===== src/verilog/csr_pkg.sv =====
`default_nettype none

package csr_pkg;

	// low byte of the architectural csr number
	typedef enum logic [7:0] {
		CSR_CRMD    = 8'h00,
		CSR_TLBIDX  = 8'h10,
		CSR_TLBEHI  = 8'h11,
		CSR_TLBELO0 = 8'h12,
		CSR_TLBELO1 = 8'h13,
		CSR_ASID    = 8'h18,
		CSR_DMW0    = 8'h80,
		CSR_DMW1    = 8'h81
	} csr_addr_e;

	// crmd
	localparam int CRMD_PLV_LO = 0;
	localparam int CRMD_DA = 3;
	localparam int CRMD_PG = 4;
	localparam int CRMD_DATF_LO = 5;
	localparam int CRMD_DATM_LO = 7;

	// dmw0 / dmw1
	localparam int DMW_PLV0 = 0;
	localparam int DMW_PLV3 = 3;
	localparam int DMW_MAT_LO = 4;
	localparam int DMW_PSEG_LO = 25;
	localparam int DMW_VSEG_LO = 29;
	localparam int DMW_SEG_W = 3;

	// tlbelo0 / tlbelo1
	localparam int TLBELO_V = 0;
	localparam int TLBELO_D = 1;
	localparam int TLBELO_PLV_LO = 2;
	localparam int TLBELO_MAT_LO = 4;
	localparam int TLBELO_G = 6;
	localparam int TLBELO_PPN_LO = 8;

	localparam int TLBEHI_VPPN_LO = 13;
	localparam int TLBIDX_INDEX_LO = 0;
	localparam int ASID_ASID_LO = 0;

	localparam logic [31:0] DMW_MASK = (32'h1 << DMW_PLV0) | (32'h1 << DMW_PLV3)
		| (32'h3 << DMW_MAT_LO) | (32'h7 << DMW_PSEG_LO) | (32'h7 << DMW_VSEG_LO);
	localparam logic [31:0] TLBELO_MASK = (32'h1 << TLBELO_V) | (32'h1 << TLBELO_D)
		| (32'h3 << TLBELO_PLV_LO) | (32'h3 << TLBELO_MAT_LO) | (32'h1 << TLBELO_G)
		| (32'hfffff << TLBELO_PPN_LO);

endpackage

`default_nettype wire


===== src/verilog/mmu_pkg.sv =====
`default_nettype none

package mmu_pkg;

	localparam int VADDR_W = 32;
	localparam int PORT_NUM = 2;

	localparam int TLB_ENTRIES = 8;
	localparam int TLB_IDX_W = 3;

	// 4 KB pages in even/odd pairs
	localparam int VPPN_W = 19;
	localparam int PPN_W = 20;
	localparam int PAGE_OFS_W = VADDR_W - VPPN_W - 1;

	localparam int ASID_W = 10;
	localparam int MAT_W = 2;
	localparam int PLV_W = 2;

	typedef enum logic [1:0] {
		ACC_FETCH = 2'd0,
		ACC_LOAD  = 2'd1,
		ACC_STORE = 2'd2
	} access_e;

	// local encoding, not the architectural ecode/esubcode
	typedef enum logic [2:0] {
		ECODE_NONE = 3'd0,
		ECODE_TLBR = 3'd1,
		ECODE_PIF  = 3'd2,
		ECODE_PIL  = 3'd3,
		ECODE_PIS  = 3'd4,
		ECODE_PME  = 3'd5,
		ECODE_PPI  = 3'd6
	} ecode_e;

endpackage

`default_nettype wire

===== src/verilog/mmu_top.sv =====
`timescale 1ns/10ps
`default_nettype none

module mmu_top (
	input  logic                                               clk,
	input  logic                                               reset_i,
	input  logic                                               csr_we_i,
	input  csr_pkg::csr_addr_e                                 csr_addr_i,
	input  logic [31:0]                                        csr_wdata_i,
	input  logic                                               tlb_wr_i,
	input  logic [mmu_pkg::PORT_NUM-1:0]                       req_valid_i,
	input  logic [mmu_pkg::PORT_NUM-1:0][mmu_pkg::VADDR_W-1:0] req_vaddr_i,
	input  mmu_pkg::access_e [mmu_pkg::PORT_NUM-1:0]           req_access_i,
	output logic [mmu_pkg::PORT_NUM-1:0]                       resp_valid_o,
	output logic [mmu_pkg::PORT_NUM-1:0][mmu_pkg::VADDR_W-1:0] resp_paddr_o,
	output logic [mmu_pkg::PORT_NUM-1:0][mmu_pkg::MAT_W-1:0]   resp_mat_o,
	output mmu_pkg::ecode_e [mmu_pkg::PORT_NUM-1:0]            resp_ecode_o,
	output logic                                               fault_o,
	output logic [mmu_pkg::VADDR_W-1:0]                        badv_o,
	output mmu_pkg::ecode_e                                    ecode_o
);

	import mmu_pkg::*;

	logic [PLV_W-1:0] csr_plv;
	logic csr_da;
	logic csr_pg;
	logic [MAT_W-1:0] csr_datf;
	logic [MAT_W-1:0] csr_datm;
	logic [31:0] csr_dmw0;
	logic [31:0] csr_dmw1;
	logic [ASID_W-1:0] csr_asid;
	logic [VPPN_W-1:0] csr_vppn;
	logic [31:0] csr_tlbelo0;
	logic [31:0] csr_tlbelo1;
	logic [TLB_IDX_W-1:0] csr_tlbidx;

	logic [TLB_ENTRIES-1:0] tlb_e;
	logic [TLB_ENTRIES-1:0] tlb_g;
	logic [TLB_ENTRIES-1:0][ASID_W-1:0] tlb_asid;
	logic [TLB_ENTRIES-1:0][VPPN_W-1:0] tlb_vppn;
	logic [TLB_ENTRIES-1:0][1:0][PPN_W-1:0] tlb_ppn;
	logic [TLB_ENTRIES-1:0][1:0] tlb_v;
	logic [TLB_ENTRIES-1:0][1:0] tlb_d;
	logic [TLB_ENTRIES-1:0][1:0][PLV_W-1:0] tlb_plv;
	logic [TLB_ENTRIES-1:0][1:0][MAT_W-1:0] tlb_mat;

	logic [PORT_NUM-1:0][VADDR_W-1:0] resp_vaddr;

	mmu_csr_regs csr_regs (
		.clk(clk), .reset_i(reset_i),
		.csr_we_i(csr_we_i), .csr_addr_i(csr_addr_i), .csr_wdata_i(csr_wdata_i),
		.plv_o(csr_plv), .da_o(csr_da), .pg_o(csr_pg),
		.datf_o(csr_datf), .datm_o(csr_datm),
		.dmw0_o(csr_dmw0), .dmw1_o(csr_dmw1),
		.asid_o(csr_asid), .tlbehi_vppn_o(csr_vppn),
		.tlbelo0_o(csr_tlbelo0), .tlbelo1_o(csr_tlbelo1), .tlbidx_o(csr_tlbidx)
	);

	tlb_array tlb (
		.clk(clk), .reset_i(reset_i), .tlb_wr_i(tlb_wr_i),
		.tlbidx_i(csr_tlbidx), .asid_i(csr_asid), .tlbehi_vppn_i(csr_vppn),
		.tlbelo0_i(csr_tlbelo0), .tlbelo1_i(csr_tlbelo1),
		.e_o(tlb_e), .g_o(tlb_g), .asid_o(tlb_asid), .vppn_o(tlb_vppn),
		.ppn_o(tlb_ppn), .v_o(tlb_v), .d_o(tlb_d), .plv_o(tlb_plv), .mat_o(tlb_mat)
	);

	// port 0 fetch, port 1 data
	for (genvar p = 0; p < PORT_NUM; p++) begin : g_lane
		mmu_lane lane (
			.clk(clk), .reset_i(reset_i),
			.req_valid_i(req_valid_i[p]), .req_vaddr_i(req_vaddr_i[p]),
			.req_access_i(req_access_i[p]),
			.plv_i(csr_plv), .da_i(csr_da), .pg_i(csr_pg),
			.datf_i(csr_datf), .datm_i(csr_datm),
			.dmw0_i(csr_dmw0), .dmw1_i(csr_dmw1), .asid_i(csr_asid),
			.tlb_e_i(tlb_e), .tlb_g_i(tlb_g), .tlb_asid_i(tlb_asid), .tlb_vppn_i(tlb_vppn),
			.tlb_ppn_i(tlb_ppn), .tlb_v_i(tlb_v), .tlb_d_i(tlb_d),
			.tlb_plv_i(tlb_plv), .tlb_mat_i(tlb_mat),
			.resp_valid_o(resp_valid_o[p]), .resp_paddr_o(resp_paddr_o[p]),
			.resp_mat_o(resp_mat_o[p]), .resp_ecode_o(resp_ecode_o[p]),
			.resp_vaddr_o(resp_vaddr[p])
		);
	end

	fault_recorder recorder (
		.clk(clk), .reset_i(reset_i),
		.resp_valid_i(resp_valid_o), .resp_ecode_i(resp_ecode_o),
		.resp_vaddr_i(resp_vaddr),
		.fault_o(fault_o), .badv_o(badv_o), .ecode_o(ecode_o)
	);

endmodule

`default_nettype wire


===== src/verilog/fault_recorder.sv =====
`timescale 1ns/10ps
`default_nettype none

module fault_recorder (
	input  logic                                              clk,
	input  logic                                              reset_i,
	input  logic [mmu_pkg::PORT_NUM-1:0]                      resp_valid_i,
	input  mmu_pkg::ecode_e [mmu_pkg::PORT_NUM-1:0]           resp_ecode_i,
	input  logic [mmu_pkg::PORT_NUM-1:0][mmu_pkg::VADDR_W-1:0] resp_vaddr_i,
	output logic                                              fault_o,
	output logic [mmu_pkg::VADDR_W-1:0]                       badv_o,
	output mmu_pkg::ecode_e                                   ecode_o
);

	import mmu_pkg::*;

	logic any_fault;
	logic [VADDR_W-1:0] badv_d;
	ecode_e ecode_d;

	// higher port overwrites lower one
	always_comb begin
		any_fault = 1'b0;
		badv_d = badv_o;
		ecode_d = ecode_o;
		for (int p = 0; p < PORT_NUM; p++) begin
			if (resp_valid_i[p] && resp_ecode_i[p] != ECODE_NONE) begin
				any_fault = 1'b1;
				badv_d = resp_vaddr_i[p];
				ecode_d = resp_ecode_i[p];
			end
		end
	end

	always_ff @(posedge clk) begin
		if (reset_i) begin
			fault_o <= 1'b0;
			badv_o <= '0;
			ecode_o <= ECODE_NONE;
		end else begin
			fault_o <= any_fault;
			badv_o <= badv_d;
			ecode_o <= ecode_d;
		end
	end

endmodule

`default_nettype wire


===== src/verilog/mmu_lane.sv =====
`timescale 1ns/10ps
`default_nettype none

module mmu_lane (
	input  logic                                                   clk,
	input  logic                                                   reset_i,
	input  logic                                                   req_valid_i,
	input  logic [mmu_pkg::VADDR_W-1:0]                            req_vaddr_i,
	input  mmu_pkg::access_e                                       req_access_i,
	input  logic [mmu_pkg::PLV_W-1:0]                              plv_i,
	input  logic                                                   da_i,
	input  logic                                                   pg_i,
	input  logic [mmu_pkg::MAT_W-1:0]                              datf_i,
	input  logic [mmu_pkg::MAT_W-1:0]                              datm_i,
	input  logic [31:0]                                            dmw0_i,
	input  logic [31:0]                                            dmw1_i,
	input  logic [mmu_pkg::ASID_W-1:0]                             asid_i,
	input  logic [mmu_pkg::TLB_ENTRIES-1:0]                        tlb_e_i,
	input  logic [mmu_pkg::TLB_ENTRIES-1:0]                        tlb_g_i,
	input  logic [mmu_pkg::TLB_ENTRIES-1:0][mmu_pkg::ASID_W-1:0]   tlb_asid_i,
	input  logic [mmu_pkg::TLB_ENTRIES-1:0][mmu_pkg::VPPN_W-1:0]   tlb_vppn_i,
	input  logic [mmu_pkg::TLB_ENTRIES-1:0][1:0][mmu_pkg::PPN_W-1:0] tlb_ppn_i,
	input  logic [mmu_pkg::TLB_ENTRIES-1:0][1:0]                   tlb_v_i,
	input  logic [mmu_pkg::TLB_ENTRIES-1:0][1:0]                   tlb_d_i,
	input  logic [mmu_pkg::TLB_ENTRIES-1:0][1:0][mmu_pkg::PLV_W-1:0] tlb_plv_i,
	input  logic [mmu_pkg::TLB_ENTRIES-1:0][1:0][mmu_pkg::MAT_W-1:0] tlb_mat_i,
	output logic                                                   resp_valid_o,
	output logic [mmu_pkg::VADDR_W-1:0]                            resp_paddr_o,
	output logic [mmu_pkg::MAT_W-1:0]                              resp_mat_o,
	output mmu_pkg::ecode_e                                        resp_ecode_o,
	output logic [mmu_pkg::VADDR_W-1:0]                            resp_vaddr_o
);

	import mmu_pkg::*;
	import csr_pkg::*;

	logic direct;
	logic [1:0][31:0] dmw;
	logic [1:0] dmw_hit;
	logic [31:0] dmw_sel;
	logic tlb_hit;
	logic [TLB_IDX_W-1:0] hit_idx;
	logic odd;
	logic [PPN_W-1:0] pg_ppn;
	logic pg_v;
	logic pg_d;
	logic [PLV_W-1:0] pg_plv;
	logic [MAT_W-1:0] pg_mat;
	logic [VADDR_W-1:0] paddr_d;
	logic [MAT_W-1:0] mat_d;
	ecode_e ecode_d;

	// da=0 with pg=0 is undefined, treated as direct
	assign direct = da_i | ~pg_i;
	assign dmw = {dmw1_i, dmw0_i};

	always_comb begin
		for (int w = 0; w < 2; w++) begin
			dmw_hit[w] = ((dmw[w][DMW_PLV0] && plv_i == '0)
				|| (dmw[w][DMW_PLV3] && plv_i == '1))
				&& dmw[w][DMW_VSEG_LO +: DMW_SEG_W] == req_vaddr_i[VADDR_W-1 -: DMW_SEG_W];
		end
	end

	// dmw0 wins when both hit
	assign dmw_sel = dmw_hit[0] ? dmw0_i : dmw1_i;

	// lowest matching entry
	always_comb begin
		tlb_hit = 1'b0;
		hit_idx = '0;
		for (int i = TLB_ENTRIES - 1; i >= 0; i--) begin
			if (tlb_e_i[i] && tlb_vppn_i[i] == req_vaddr_i[VADDR_W-1 -: VPPN_W]
				&& (tlb_g_i[i] || tlb_asid_i[i] == asid_i)) begin
				tlb_hit = 1'b1;
				hit_idx = i[TLB_IDX_W-1:0];
			end
		end
	end

	assign odd = req_vaddr_i[PAGE_OFS_W];
	assign pg_ppn = tlb_ppn_i[hit_idx][odd];
	assign pg_v = tlb_v_i[hit_idx][odd];
	assign pg_d = tlb_d_i[hit_idx][odd];
	assign pg_plv = tlb_plv_i[hit_idx][odd];
	assign pg_mat = tlb_mat_i[hit_idx][odd];

	always_comb begin
		ecode_d = ECODE_NONE;
		if (direct) begin
			paddr_d = req_vaddr_i;
			mat_d = (req_access_i == ACC_FETCH) ? datf_i : datm_i;
		end else if (|dmw_hit) begin
			paddr_d = {dmw_sel[DMW_PSEG_LO +: DMW_SEG_W], req_vaddr_i[VADDR_W-DMW_SEG_W-1:0]};
			mat_d = dmw_sel[DMW_MAT_LO +: MAT_W];
		end else begin
			paddr_d = {pg_ppn, req_vaddr_i[PAGE_OFS_W-1:0]};
			mat_d = pg_mat;
			if (!tlb_hit) begin
				ecode_d = ECODE_TLBR;
			end else if (!pg_v) begin
				case (req_access_i)
					ACC_FETCH: ecode_d = ECODE_PIF;
					ACC_LOAD:  ecode_d = ECODE_PIL;
					default:   ecode_d = ECODE_PIS;
				endcase
			end else if (plv_i > pg_plv) begin
				ecode_d = ECODE_PPI;
			end else if (req_access_i == ACC_STORE && !pg_d) begin
				ecode_d = ECODE_PME;
			end
		end
		// faulting responses carry no address and no mat
		if (ecode_d != ECODE_NONE) begin
			paddr_d = '0;
			mat_d = '0;
		end
	end

	always_ff @(posedge clk) begin
		if (reset_i) begin
			resp_valid_o <= 1'b0;
		end else begin
			resp_valid_o <= req_valid_i;
		end
	end

	always_ff @(posedge clk) begin
		if (req_valid_i) begin
			resp_paddr_o <= paddr_d;
			resp_mat_o <= mat_d;
			resp_ecode_o <= ecode_d;
			resp_vaddr_o <= req_vaddr_i;
		end
	end

endmodule

`default_nettype wire


===== src/verilog/tlb_array.sv =====
`timescale 1ns/10ps
`default_nettype none

module tlb_array (
	input  logic                                                   clk,
	input  logic                                                   reset_i,
	input  logic                                                   tlb_wr_i,
	input  logic [mmu_pkg::TLB_IDX_W-1:0]                          tlbidx_i,
	input  logic [mmu_pkg::ASID_W-1:0]                             asid_i,
	input  logic [mmu_pkg::VPPN_W-1:0]                             tlbehi_vppn_i,
	input  logic [31:0]                                            tlbelo0_i,
	input  logic [31:0]                                            tlbelo1_i,
	output logic [mmu_pkg::TLB_ENTRIES-1:0]                        e_o,
	output logic [mmu_pkg::TLB_ENTRIES-1:0]                        g_o,
	output logic [mmu_pkg::TLB_ENTRIES-1:0][mmu_pkg::ASID_W-1:0]   asid_o,
	output logic [mmu_pkg::TLB_ENTRIES-1:0][mmu_pkg::VPPN_W-1:0]   vppn_o,
	output logic [mmu_pkg::TLB_ENTRIES-1:0][1:0][mmu_pkg::PPN_W-1:0] ppn_o,
	output logic [mmu_pkg::TLB_ENTRIES-1:0][1:0]                   v_o,
	output logic [mmu_pkg::TLB_ENTRIES-1:0][1:0]                   d_o,
	output logic [mmu_pkg::TLB_ENTRIES-1:0][1:0][mmu_pkg::PLV_W-1:0] plv_o,
	output logic [mmu_pkg::TLB_ENTRIES-1:0][1:0][mmu_pkg::MAT_W-1:0] mat_o
);

	import mmu_pkg::*;
	import csr_pkg::*;

	// page 0 is the even page, page 1 the odd one
	logic [1:0][31:0] lo;

	assign lo = {tlbelo1_i, tlbelo0_i};

	always_ff @(posedge clk) begin
		if (reset_i) begin
			e_o <= '0;
		end else if (tlb_wr_i) begin
			e_o[tlbidx_i] <= 1'b1;
		end
	end

	always_ff @(posedge clk) begin
		if (tlb_wr_i) begin
			// an entry is global only if both halves say so
			g_o[tlbidx_i] <= tlbelo0_i[TLBELO_G] & tlbelo1_i[TLBELO_G];
			asid_o[tlbidx_i] <= asid_i;
			vppn_o[tlbidx_i] <= tlbehi_vppn_i;
			for (int pg = 0; pg < 2; pg++) begin
				ppn_o[tlbidx_i][pg] <= lo[pg][TLBELO_PPN_LO +: PPN_W];
				v_o[tlbidx_i][pg] <= lo[pg][TLBELO_V];
				d_o[tlbidx_i][pg] <= lo[pg][TLBELO_D];
				plv_o[tlbidx_i][pg] <= lo[pg][TLBELO_PLV_LO +: PLV_W];
				mat_o[tlbidx_i][pg] <= lo[pg][TLBELO_MAT_LO +: MAT_W];
			end
		end
	end

endmodule

`default_nettype wire


===== src/verilog/mmu_csr_regs.sv =====
`timescale 1ns/10ps
`default_nettype none

module mmu_csr_regs (
	input  logic                                clk,
	input  logic                                reset_i,
	input  logic                                csr_we_i,
	input  csr_pkg::csr_addr_e                  csr_addr_i,
	input  logic [31:0]                         csr_wdata_i,
	output logic [mmu_pkg::PLV_W-1:0]           plv_o,
	output logic                                da_o,
	output logic                                pg_o,
	output logic [mmu_pkg::MAT_W-1:0]           datf_o,
	output logic [mmu_pkg::MAT_W-1:0]           datm_o,
	output logic [31:0]                         dmw0_o,
	output logic [31:0]                         dmw1_o,
	output logic [mmu_pkg::ASID_W-1:0]          asid_o,
	output logic [mmu_pkg::VPPN_W-1:0]          tlbehi_vppn_o,
	output logic [31:0]                         tlbelo0_o,
	output logic [31:0]                         tlbelo1_o,
	output logic [mmu_pkg::TLB_IDX_W-1:0]       tlbidx_o
);

	import mmu_pkg::*;
	import csr_pkg::*;

	// only implemented fields are kept, reserved bits stay zero
	always_ff @(posedge clk) begin
		if (reset_i) begin
			plv_o <= '0;
			da_o <= 1'b1;
			pg_o <= 1'b0;
			datf_o <= '0;
			datm_o <= '0;
			dmw0_o <= '0;
			dmw1_o <= '0;
			asid_o <= '0;
			tlbehi_vppn_o <= '0;
			tlbelo0_o <= '0;
			tlbelo1_o <= '0;
			tlbidx_o <= '0;
		end else if (csr_we_i) begin
			case (csr_addr_i)
				CSR_CRMD: begin
					plv_o <= csr_wdata_i[CRMD_PLV_LO +: PLV_W];
					da_o <= csr_wdata_i[CRMD_DA];
					pg_o <= csr_wdata_i[CRMD_PG];
					datf_o <= csr_wdata_i[CRMD_DATF_LO +: MAT_W];
					datm_o <= csr_wdata_i[CRMD_DATM_LO +: MAT_W];
				end
				CSR_ASID: begin
					asid_o <= csr_wdata_i[ASID_ASID_LO +: ASID_W];
				end
				CSR_TLBIDX: begin
					tlbidx_o <= csr_wdata_i[TLBIDX_INDEX_LO +: TLB_IDX_W];
				end
				CSR_TLBEHI: begin
					tlbehi_vppn_o <= csr_wdata_i[TLBEHI_VPPN_LO +: VPPN_W];
				end
				CSR_TLBELO0: begin
					tlbelo0_o <= csr_wdata_i & TLBELO_MASK;
				end
				CSR_TLBELO1: begin
					tlbelo1_o <= csr_wdata_i & TLBELO_MASK;
				end
				CSR_DMW0: begin
					dmw0_o <= csr_wdata_i & DMW_MASK;
				end
				CSR_DMW1: begin
					dmw1_o <= csr_wdata_i & DMW_MASK;
				end
				default: begin
				end
			endcase
		end
	end

endmodule

`default_nettype wire


===== config.mk =====
export PLATFORM = sky130hd
export DESIGN_NAME = mmu_top
export DESIGN_NICKNAME = d
export VERILOG_FILES = /design/src/verilog/csr_pkg.sv /design/src/verilog/mmu_pkg.sv /design/src/verilog/mmu_top.sv /design/src/verilog/fault_recorder.sv /design/src/verilog/mmu_lane.sv /design/src/verilog/tlb_array.sv /design/src/verilog/mmu_csr_regs.sv
export SDC_FILE = /design/constraint.sdc
export NUM_CORES = 2
export LEC_CHECK = 0
export BUFFER_PORTS_ARGS = -buffer_cell sky130_fd_sc_hd__buf_2
export CORE_MARGIN = 2
export CORE_UTILIZATION = 65
export CTS_CLUSTER_DIAMETER = 200
export DETAILED_ROUTE_END_ITERATION = 8
export PLACE_DENSITY = 0.81
export SETUP_SLACK_MARGIN = 0.4
export SYNTH_ARGS = -nofsm -noshare
export SYNTH_HDL_FRONTEND = slang
export SYNTH_SLANG_ARGS = --single-unit

===== constraint.sdc =====
create_clock -name clk -period 12.4 [get_ports clk]
set_input_delay 0.62 -clock clk [delete_from_list [all_inputs] [get_ports clk]]
set_output_delay 0.62 -clock clk [all_outputs]
set_load 0.01 [all_outputs]

==> Word level (Yosys, flattened, before mapping) <==
Cells that the tools add are included.
{ "totals": {"output_inout_bits": 112, "wordCells": 370, "regBits": 954} }
{ "op_classes": {"n_mux": 135, "magnitude_cmp": 8, "bitwise": 4, "eq_ne": 40, "reduce_logical": 76} }
{ "ops": {"columns": ["operator", "count"], "rows": [
  ["320-bit bitwise mux", 2],
  ["19-bit equality test", 16],
  ["40-bit binary-select mux with 3-bit select", 2],
  ["40-bit demux with 3-bit select", 2],
  ["32-bit two-way mux", 6],
  ["152-bit bitwise mux", 1],
  ["32-bit bitwise mux", 4],
  ["40-bit two-way mux", 3],
  ["20-bit two-way mux", 5],
  ["3-bit two-way mux", 30],
  ["80-bit bitwise mux", 1],
  ["10-bit equality test", 8],
  ["16-bit bitwise mux", 4],
  ["19-bit demux with 3-bit select", 1],
  ["28-bit two-way mux", 2],
  ["4-bit binary-select mux with 3-bit select", 4],
  ["1-bit logical AND", 45],
  ["8-bit by 5-bit equality test with 1-bit output (second input constant)", 5],
  ["2-bit two-way mux", 20],
  ["10-bit demux with 3-bit select", 1],
  ["1-bit two-way mux", 28],
  ["2-bit binary-select mux with 3-bit select", 4],
  ["4-bit demux with 3-bit select", 2],
  ["4-bit two-way mux", 5],
  ["26 further kinds", 62]
]} }

==> Depth between registers and ports, before layout <==
{ "depth": {"ltp_word": 24, "mapped_depth": 23, "ltp_nobuf": 18} }

==> Hierarchy <==
Synthesis repeated with hierarchy kept, for this count alone.
{ "unflattened": {"cells_unflattened": 3774, "hier_area_um2": 48237.5} }
{ "modules_own_cells": {"columns": ["module", "cells_per_inst", "area_per_inst_um2", "seq_area_each_um2", "instances"], "rows": [
  ["tlb_array", 993, 21261.6, 19859.0, 1],
  ["mmu_lane", 1055, 10062.2, 2092.0, 2],
  ["mmu_csr_regs", 477, 5097.4, 2282.2, 1],
  ["fault_recorder", 194, 1754.2, 720.7, 1]
]} }

==> Worst setup path after synthesis <==
OpenSTA, ideal clock, no wires.
{ "synth_path": {"path_type": "input to register", "from": "input req_vaddr_i[51] (netlist bit)", "to": "register g_lane[1].lane.resp_paddr_o[12] (netlist bit) (data pin)", "setup_slack_ps": 7497, "setup_ps": 170, "required_time_ps": 12230, "path_stages": 23, "t_arrival_ps": 4733, "n_path_buf": 7, "path_cell_list": "buf_2 > xor2_1 > nor4_1 > nand4_1 > or3_1 > a211oi_2 > o21a_1 > buf_4 > buf_4 > buf_4 > buf_4 > buf_2 > mux2i_1 > nand2_1 > o211ai_1 > a31oi_1 > inv_1 > ha_1 > nor2b_1 > o21ai_0 > a41oi_2 > buf_2 > a311oi_2"} }
{ "synth_via": {"elab_chain_len": 24, "elab_cells_between_ends": 68, "cone_classes": "1 x order compare; 8 x eq/ne; 40 x mux; 19 x reduce/logical"} }
{ "synth_rtl": {"columns": ["item", "line", "source"], "rows": [
  ["start: declaration", "mmu_top.sv:12", "input logic [mmu_pkg::PORT_NUM-1:0][mmu_pkg::VADDR_W-1:0] req_vaddr_i,"],
  ["19-bit equality test", "mmu_lane.sv:73", "if (tlb_e_i[i] && tlb_vppn_i[i] == req_vaddr_i[VADDR_W-1 -: VPPN_W]"],
  ["1-bit logical AND", "mmu_lane.sv:73", null],
  ["1-bit logical AND", "mmu_lane.sv:74", "&& (tlb_g_i[i] || tlb_asid_i[i] == asid_i)) begin"],
  ["3-bit two-way mux (8 in a row)", "mmu_lane.sv:73", null],
  ["2-bit binary-select mux with 3-bit select", "mmu_lane.sv:84", "assign pg_d = tlb_d_i[hit_idx][odd];"],
  ["2-bit two-way mux (not written as such)", "mmu_lane.sv:84", null],
  ["1-bit two-way mux (not written as such) (2 in a row)", "mmu_lane.sv:84", null],
  ["1-bit zero test", "mmu_lane.sv:109", "end else if (req_access_i == ACC_STORE && !pg_d) begin"],
  ["1-bit logical AND", "mmu_lane.sv:109", null],
  ["3-bit two-way mux", "mmu_lane.sv:109", null],
  ["3-bit two-way mux", "mmu_lane.sv:107", "end else if (plv_i > pg_plv) begin"],
  ["3-bit two-way mux", "mmu_lane.sv:101", "end else if (!pg_v) begin"],
  ["3-bit two-way mux", "mmu_lane.sv:99", "if (!tlb_hit) begin"],
  ["3-bit two-way mux", "mmu_lane.sv:93", "end else if (|dmw_hit) begin"],
  ["3-bit two-way mux", "mmu_lane.sv:90", "if (direct) begin"],
  ["3-bit nonzero test", "mmu_lane.sv:114", "if (ecode_d != ECODE_NONE) begin"],
  ["end signal: assignment", "mmu_lane.sv:130", "resp_paddr_o <= paddr_d;"],
  ["end: declaration", "mmu_lane.sv:28", "output logic [mmu_pkg::VADDR_W-1:0] resp_paddr_o,"]
]} }
Several ways; a longest one is shown, not always the timed one. The select of a mux whose other input is x is not followed.
A chain may end at the register's enable or synchronous reset.

==> Final worst setup path <==
{ "layout_path": {"from": "register csr_regs.asid_o[7] (netlist bit)", "to": "register g_lane[0].lane.resp_paddr_o[12] (netlist bit) (data pin)"} }
{ "layout_via": {"elab_chain_len": 24, "elab_cells_between_ends": 68, "cone_classes": "1 x order compare; 8 x eq/ne; 40 x mux; 19 x reduce/logical"} }
{ "layout_rtl": {"columns": ["item", "line", "source"], "rows": [
  ["start: declaration", "mmu_csr_regs.sv:17", "output logic [mmu_pkg::ASID_W-1:0] asid_o,"],
  ["start signal: assignment", "mmu_csr_regs.sv:52", "asid_o <= csr_wdata_i[ASID_ASID_LO +: ASID_W];"],
  ["10-bit equality test", "mmu_lane.sv:74", null],
  ["1-bit logical OR", "mmu_lane.sv:74", null],
  ["1-bit logical AND", "mmu_lane.sv:74", null],
  ["3-bit two-way mux (8 in a row)", "mmu_lane.sv:73", null],
  ["2-bit binary-select mux with 3-bit select", "mmu_lane.sv:84", null],
  ["2-bit two-way mux (not written as such)", "mmu_lane.sv:84", null],
  ["1-bit two-way mux (not written as such) (2 in a row)", "mmu_lane.sv:84", null],
  ["1-bit zero test", "mmu_lane.sv:109", null],
  ["1-bit logical AND", "mmu_lane.sv:109", null],
  ["3-bit two-way mux", "mmu_lane.sv:109", null],
  ["3-bit two-way mux", "mmu_lane.sv:107", null],
  ["3-bit two-way mux", "mmu_lane.sv:101", null],
  ["3-bit two-way mux", "mmu_lane.sv:99", null],
  ["3-bit two-way mux", "mmu_lane.sv:93", null],
  ["3-bit two-way mux", "mmu_lane.sv:90", null],
  ["3-bit nonzero test", "mmu_lane.sv:114", null],
  ["end signal: assignment", "mmu_lane.sv:130", null],
  ["end: declaration", "mmu_lane.sv:28", null]
]} }
Several ways; a longest one is shown, not always the timed one. The select of a mux whose other input is x is not followed.

==> out/metrics.cfg <==
[yosys]
yosys-top-cells-area = edfxtp_1 53%, dfxtp_1 7.2%, mux2i_1 7.0%
synth-edff-count = 794
syn_inst = 3558
yosys_warnings = 0
async_flop_share = 0
synth_seq_area_share = 0.604
synth_area_per_cell_um2 = 12.6
synth_top_area_frac = 0.532
ys_ff_latch = 954
yosysUniqueCellTypes = 71
syn_area_mm2 = 0.0448
yosysTopAreaCell = edfxtp_1
synth_fp_nets = 3676
synthFlopType = edfxtp_1

[global_route]
overflow = 0
grt_pass1_wl_um = 206000
grt_max_degree = 182
grt_usage = 0.401
first_global_vias = 31800
antenna_found_initial = 6

[cells_and_area]
drive_gt1_frac = 0.134
fin_nets = 3798
final_core_util = 0.724
num-fill-cells = 4478
area_delta_synth_final_pct = 10.5

[clock_network]
clockRootBuffer = clkbuf_16
ctsHoldBuffers = 0
cts_max_level = 3
ctsResizeCount = 0
cts.clk_slew.worst_paths_ns = 0.06
tritoncts = yes
cts_setup_buffers = 0
clock_path_buffers = 3
cts_num_sinks = 954
cts_buffers = 95
clk_latency_ns = 0.66

[critical_path]
ff2ff_setup_slack_ns = 5.26
timing.rr.end = g_lane[0].lane.resp_paddr_o[12]
worstPathCellList = xnor2_1 -> nand4_1 -> o31ai_1 -> nand3_1 -> nand2_1 -> o21ba_4 -> buf_4 -> nor2b_1 -> a211oi_1 -> a21oi_1 -> mux4_2 -> ha_1 -> nand2_1 -> o21ai_0 -> nand2_1 -> o31ai_4 -> buf_4 -> o221a_2
cp-end-kind = flop
required_ns = 12.93
reg2regPathDepth = 18
start_kind = flop
cpPeakStageDelay_ns = 0.95
endpoint = g_lane[0].lane.resp_paddr_o[12]
crit_top_cell = nand2_1
critPathKind = flop to flop
worstSetupStartpoint = csr_regs.asid_o[7]
path_max_fanout = 68
cp.arrival_ns = 7.67
slowest_stage = buf_4
r2r-start = csr_regs.asid_o[7]

[timing]
slew_viol_final = 0
final.min_clock_period_ns = 7.14
tightest_slew_ns = 1.21
clock-skew-final_ns = 0.0270
post-route-period-util = 0.576
hold_viol_final = 0
fin_ws_ns = 5.26
slew-limit-headroom = 0.190
hold_ws_ns = 0.164
finalSetupTns_ns = 0
setup-violations-final = 0
clock.fmax_mhz = 140
grt_setup_unrepaired = no

[min_path]
hold_path.class = primary input to flop

[die]
initial_core_util = 0.655
core_mm2 = 0.0683
die_area_mm2 = 0.0710
num_rows = 96
ios = 226
die_x_um = 266
die_h_um = 266

[place]
portBuffers = 225
routabilityCongestion = 0.976
dp_hpwl_um = 89100
place_ws_ns = 5.49

[power]
powerDensity_mw_per_mm2 = 136
leakagePower_nw = 18.1
ir_drop_mv = 0.121
power_mw = 6.73

[routing]
vias = 32000
wire_per_inst_um = 30.9
drt_pass1_iterations = 6
ant_nets = 0
drtIter0Drc = 4663
wirelength_um = 143000
viasPerCell = 6.89
drc = 0

[run_status]
status = finished, final reports clean

[flow_run]
cap_viol_max_count = 0

-- cells in the final DEF (no fill, tap or decap), types with 43 or more instances in the layout --
cell / instances
and2_1: 228
buf_4: 43
edfxtp_1: 794
clkbuf_16: 98
xnor2_1: 322
nand2_1: 301
nand3_1: 46
nor2_1: 141
a211oi_1: 201
a21oi_1: 203
buf_2: 222
dfxtp_1: 160
mux2i_1: 314
nand4_1: 77
xor2_1: 74
nor2b_1: 129
-- worst max-delay path, delay by kind of cell (launching register included) --
kind                     cells  cell delay, ns
XOR/XNOR                     1            0.19
multiplexers                 1            0.52
AO/OA/AOI/OAI                7            2.43
buffers and inverters        2            1.48
AND/OR/NAND/NOR              6            1.13
flip-flops                   1            0.81
adder cells (fa/ha/maj)      1            0.29
-- cells by family after synthesis --
| group | share of synthesized area |
|---|---|
| adder cells (fa/ha/maj) | 0.00112 |
| AND/OR/NAND/NOR | 0.117 |
| multiplexers | 0.0865 |
| AO/OA/AOI/OAI | 0.0880 |
| flip-flops | 0.604 |
| XOR/XNOR | 0.0775 |
| buffers and inverters | 0.0254 |
-- synth_stat cells, drive strengths merged, types with 16 or more instances --
master	count
a211oi	203
a21oi	203
a221oi	17
a222oi	16
a31o	16
and2	237
buf	117
clkbuf	125
dfxtp	160
edfxtp	794
mux2	17
mux2i	314
mux4	24
nand2	305
nand3	46
nand4	77
nor2	145
nor2b	129
nor3	24
nor4	25
o21a	20
o21ai	35
xnor2	322
xor2	74
-- registers in the layout (all words and copies together) (netlist names), 3 cells and up --
| signal | count |
|---|---|
| csr_regs.tlbelo1_o | 27 |
| csr_regs.tlbehi_vppn_o | 19 |
| tlb.v_o | 16 |
| g_lane.lane.resp_mat_o | 4 |
| recorder.ecode_o | 3 |
| csr_regs.tlbelo0_o | 27 |
| g_lane.lane.resp_vaddr_o | 64 |
| g_lane.lane.resp_ecode_o | 6 |
| csr_regs.tlbidx_o | 3 |
| tlb.vppn_o | 152 |
| csr_regs.dmw0_o | 10 |
| g_lane.lane.resp_paddr_o | 64 |
| tlb.e_o | 8 |
| tlb.mat_o | 32 |
| recorder.badv_o | 32 |
| tlb.d_o | 16 |
| tlb.asid_o | 80 |
| tlb.plv_o | 32 |
| tlb.g_o | 8 |
| tlb.ppn_o | 320 |
| csr_regs.dmw1_o | 10 |
| csr_regs.asid_o | 10 |
-- worst min path at each step --
stage,start,end,slack (ns),depth (start not counted)
finish,req_vaddr_i[2],g_lane[0].lane.resp_vaddr_o[2],0.16,1
global route,req_vaddr_i[7],g_lane[0].lane.resp_vaddr_o[7],0.16,1
CTS,req_vaddr_i[39],g_lane[1].lane.resp_vaddr_o[7],0.14,1
detailed placement,csr_regs.tlbelo0_o[6],csr_regs.tlbelo0_o[6],0.45,2
global placement,csr_regs.tlbelo1_o[6],csr_regs.tlbelo1_o[6],0.44,2
floorplan,csr_regs.dmw1_o[0],csr_regs.dmw1_o[0],0.43,2
-- where the power goes --
group / internal, mW / total [mW] / switching [mW]
Clock: 1.67 / 2.89 / 1.22
Sequential: 3.49 / 3.52 / 0.0268
Combinational: 0.109 / 0.317 / 0.209
Total: 5.27 / 6.73 / 1.45
-- layer usage --
layer  vias to the layer above  track usage  routed length (µm)
met4                         2        0.248               10200
li1                      13400            -                   -
met3                       607       0.0828               18000
met1                     15600        0.510               49800
met2                      2449        0.636               65300
met5                         -            0                  11
-- final cells by class --
class / count / area [µm²] / area share
Sequential cell: 954 / 27000 / 0.547
Multi-Input combinational cell: 2357 / 16700 / 0.338
Clock buffer: 131 / 2720 / 0.0549
Timing Repair Buffer: 267 / 1470 / 0.0296
Tap cell: 882 / 1100 / 0.0223
Clock inverter: 44 / 400 / 0.00809
Inverter: 5 / 18.8 / 0.000379
Antenna cell: 2 / 5.00 / 0.000101
-- metrics by stage --
step	instances	cell area, µm²
floorplan	3558	44800
global placement	4465	46400
detailed placement	4465	46400
CTS	4640	49500
global route	4640	49500
finish	4642	49500
(Power assumes the default switching activity.)
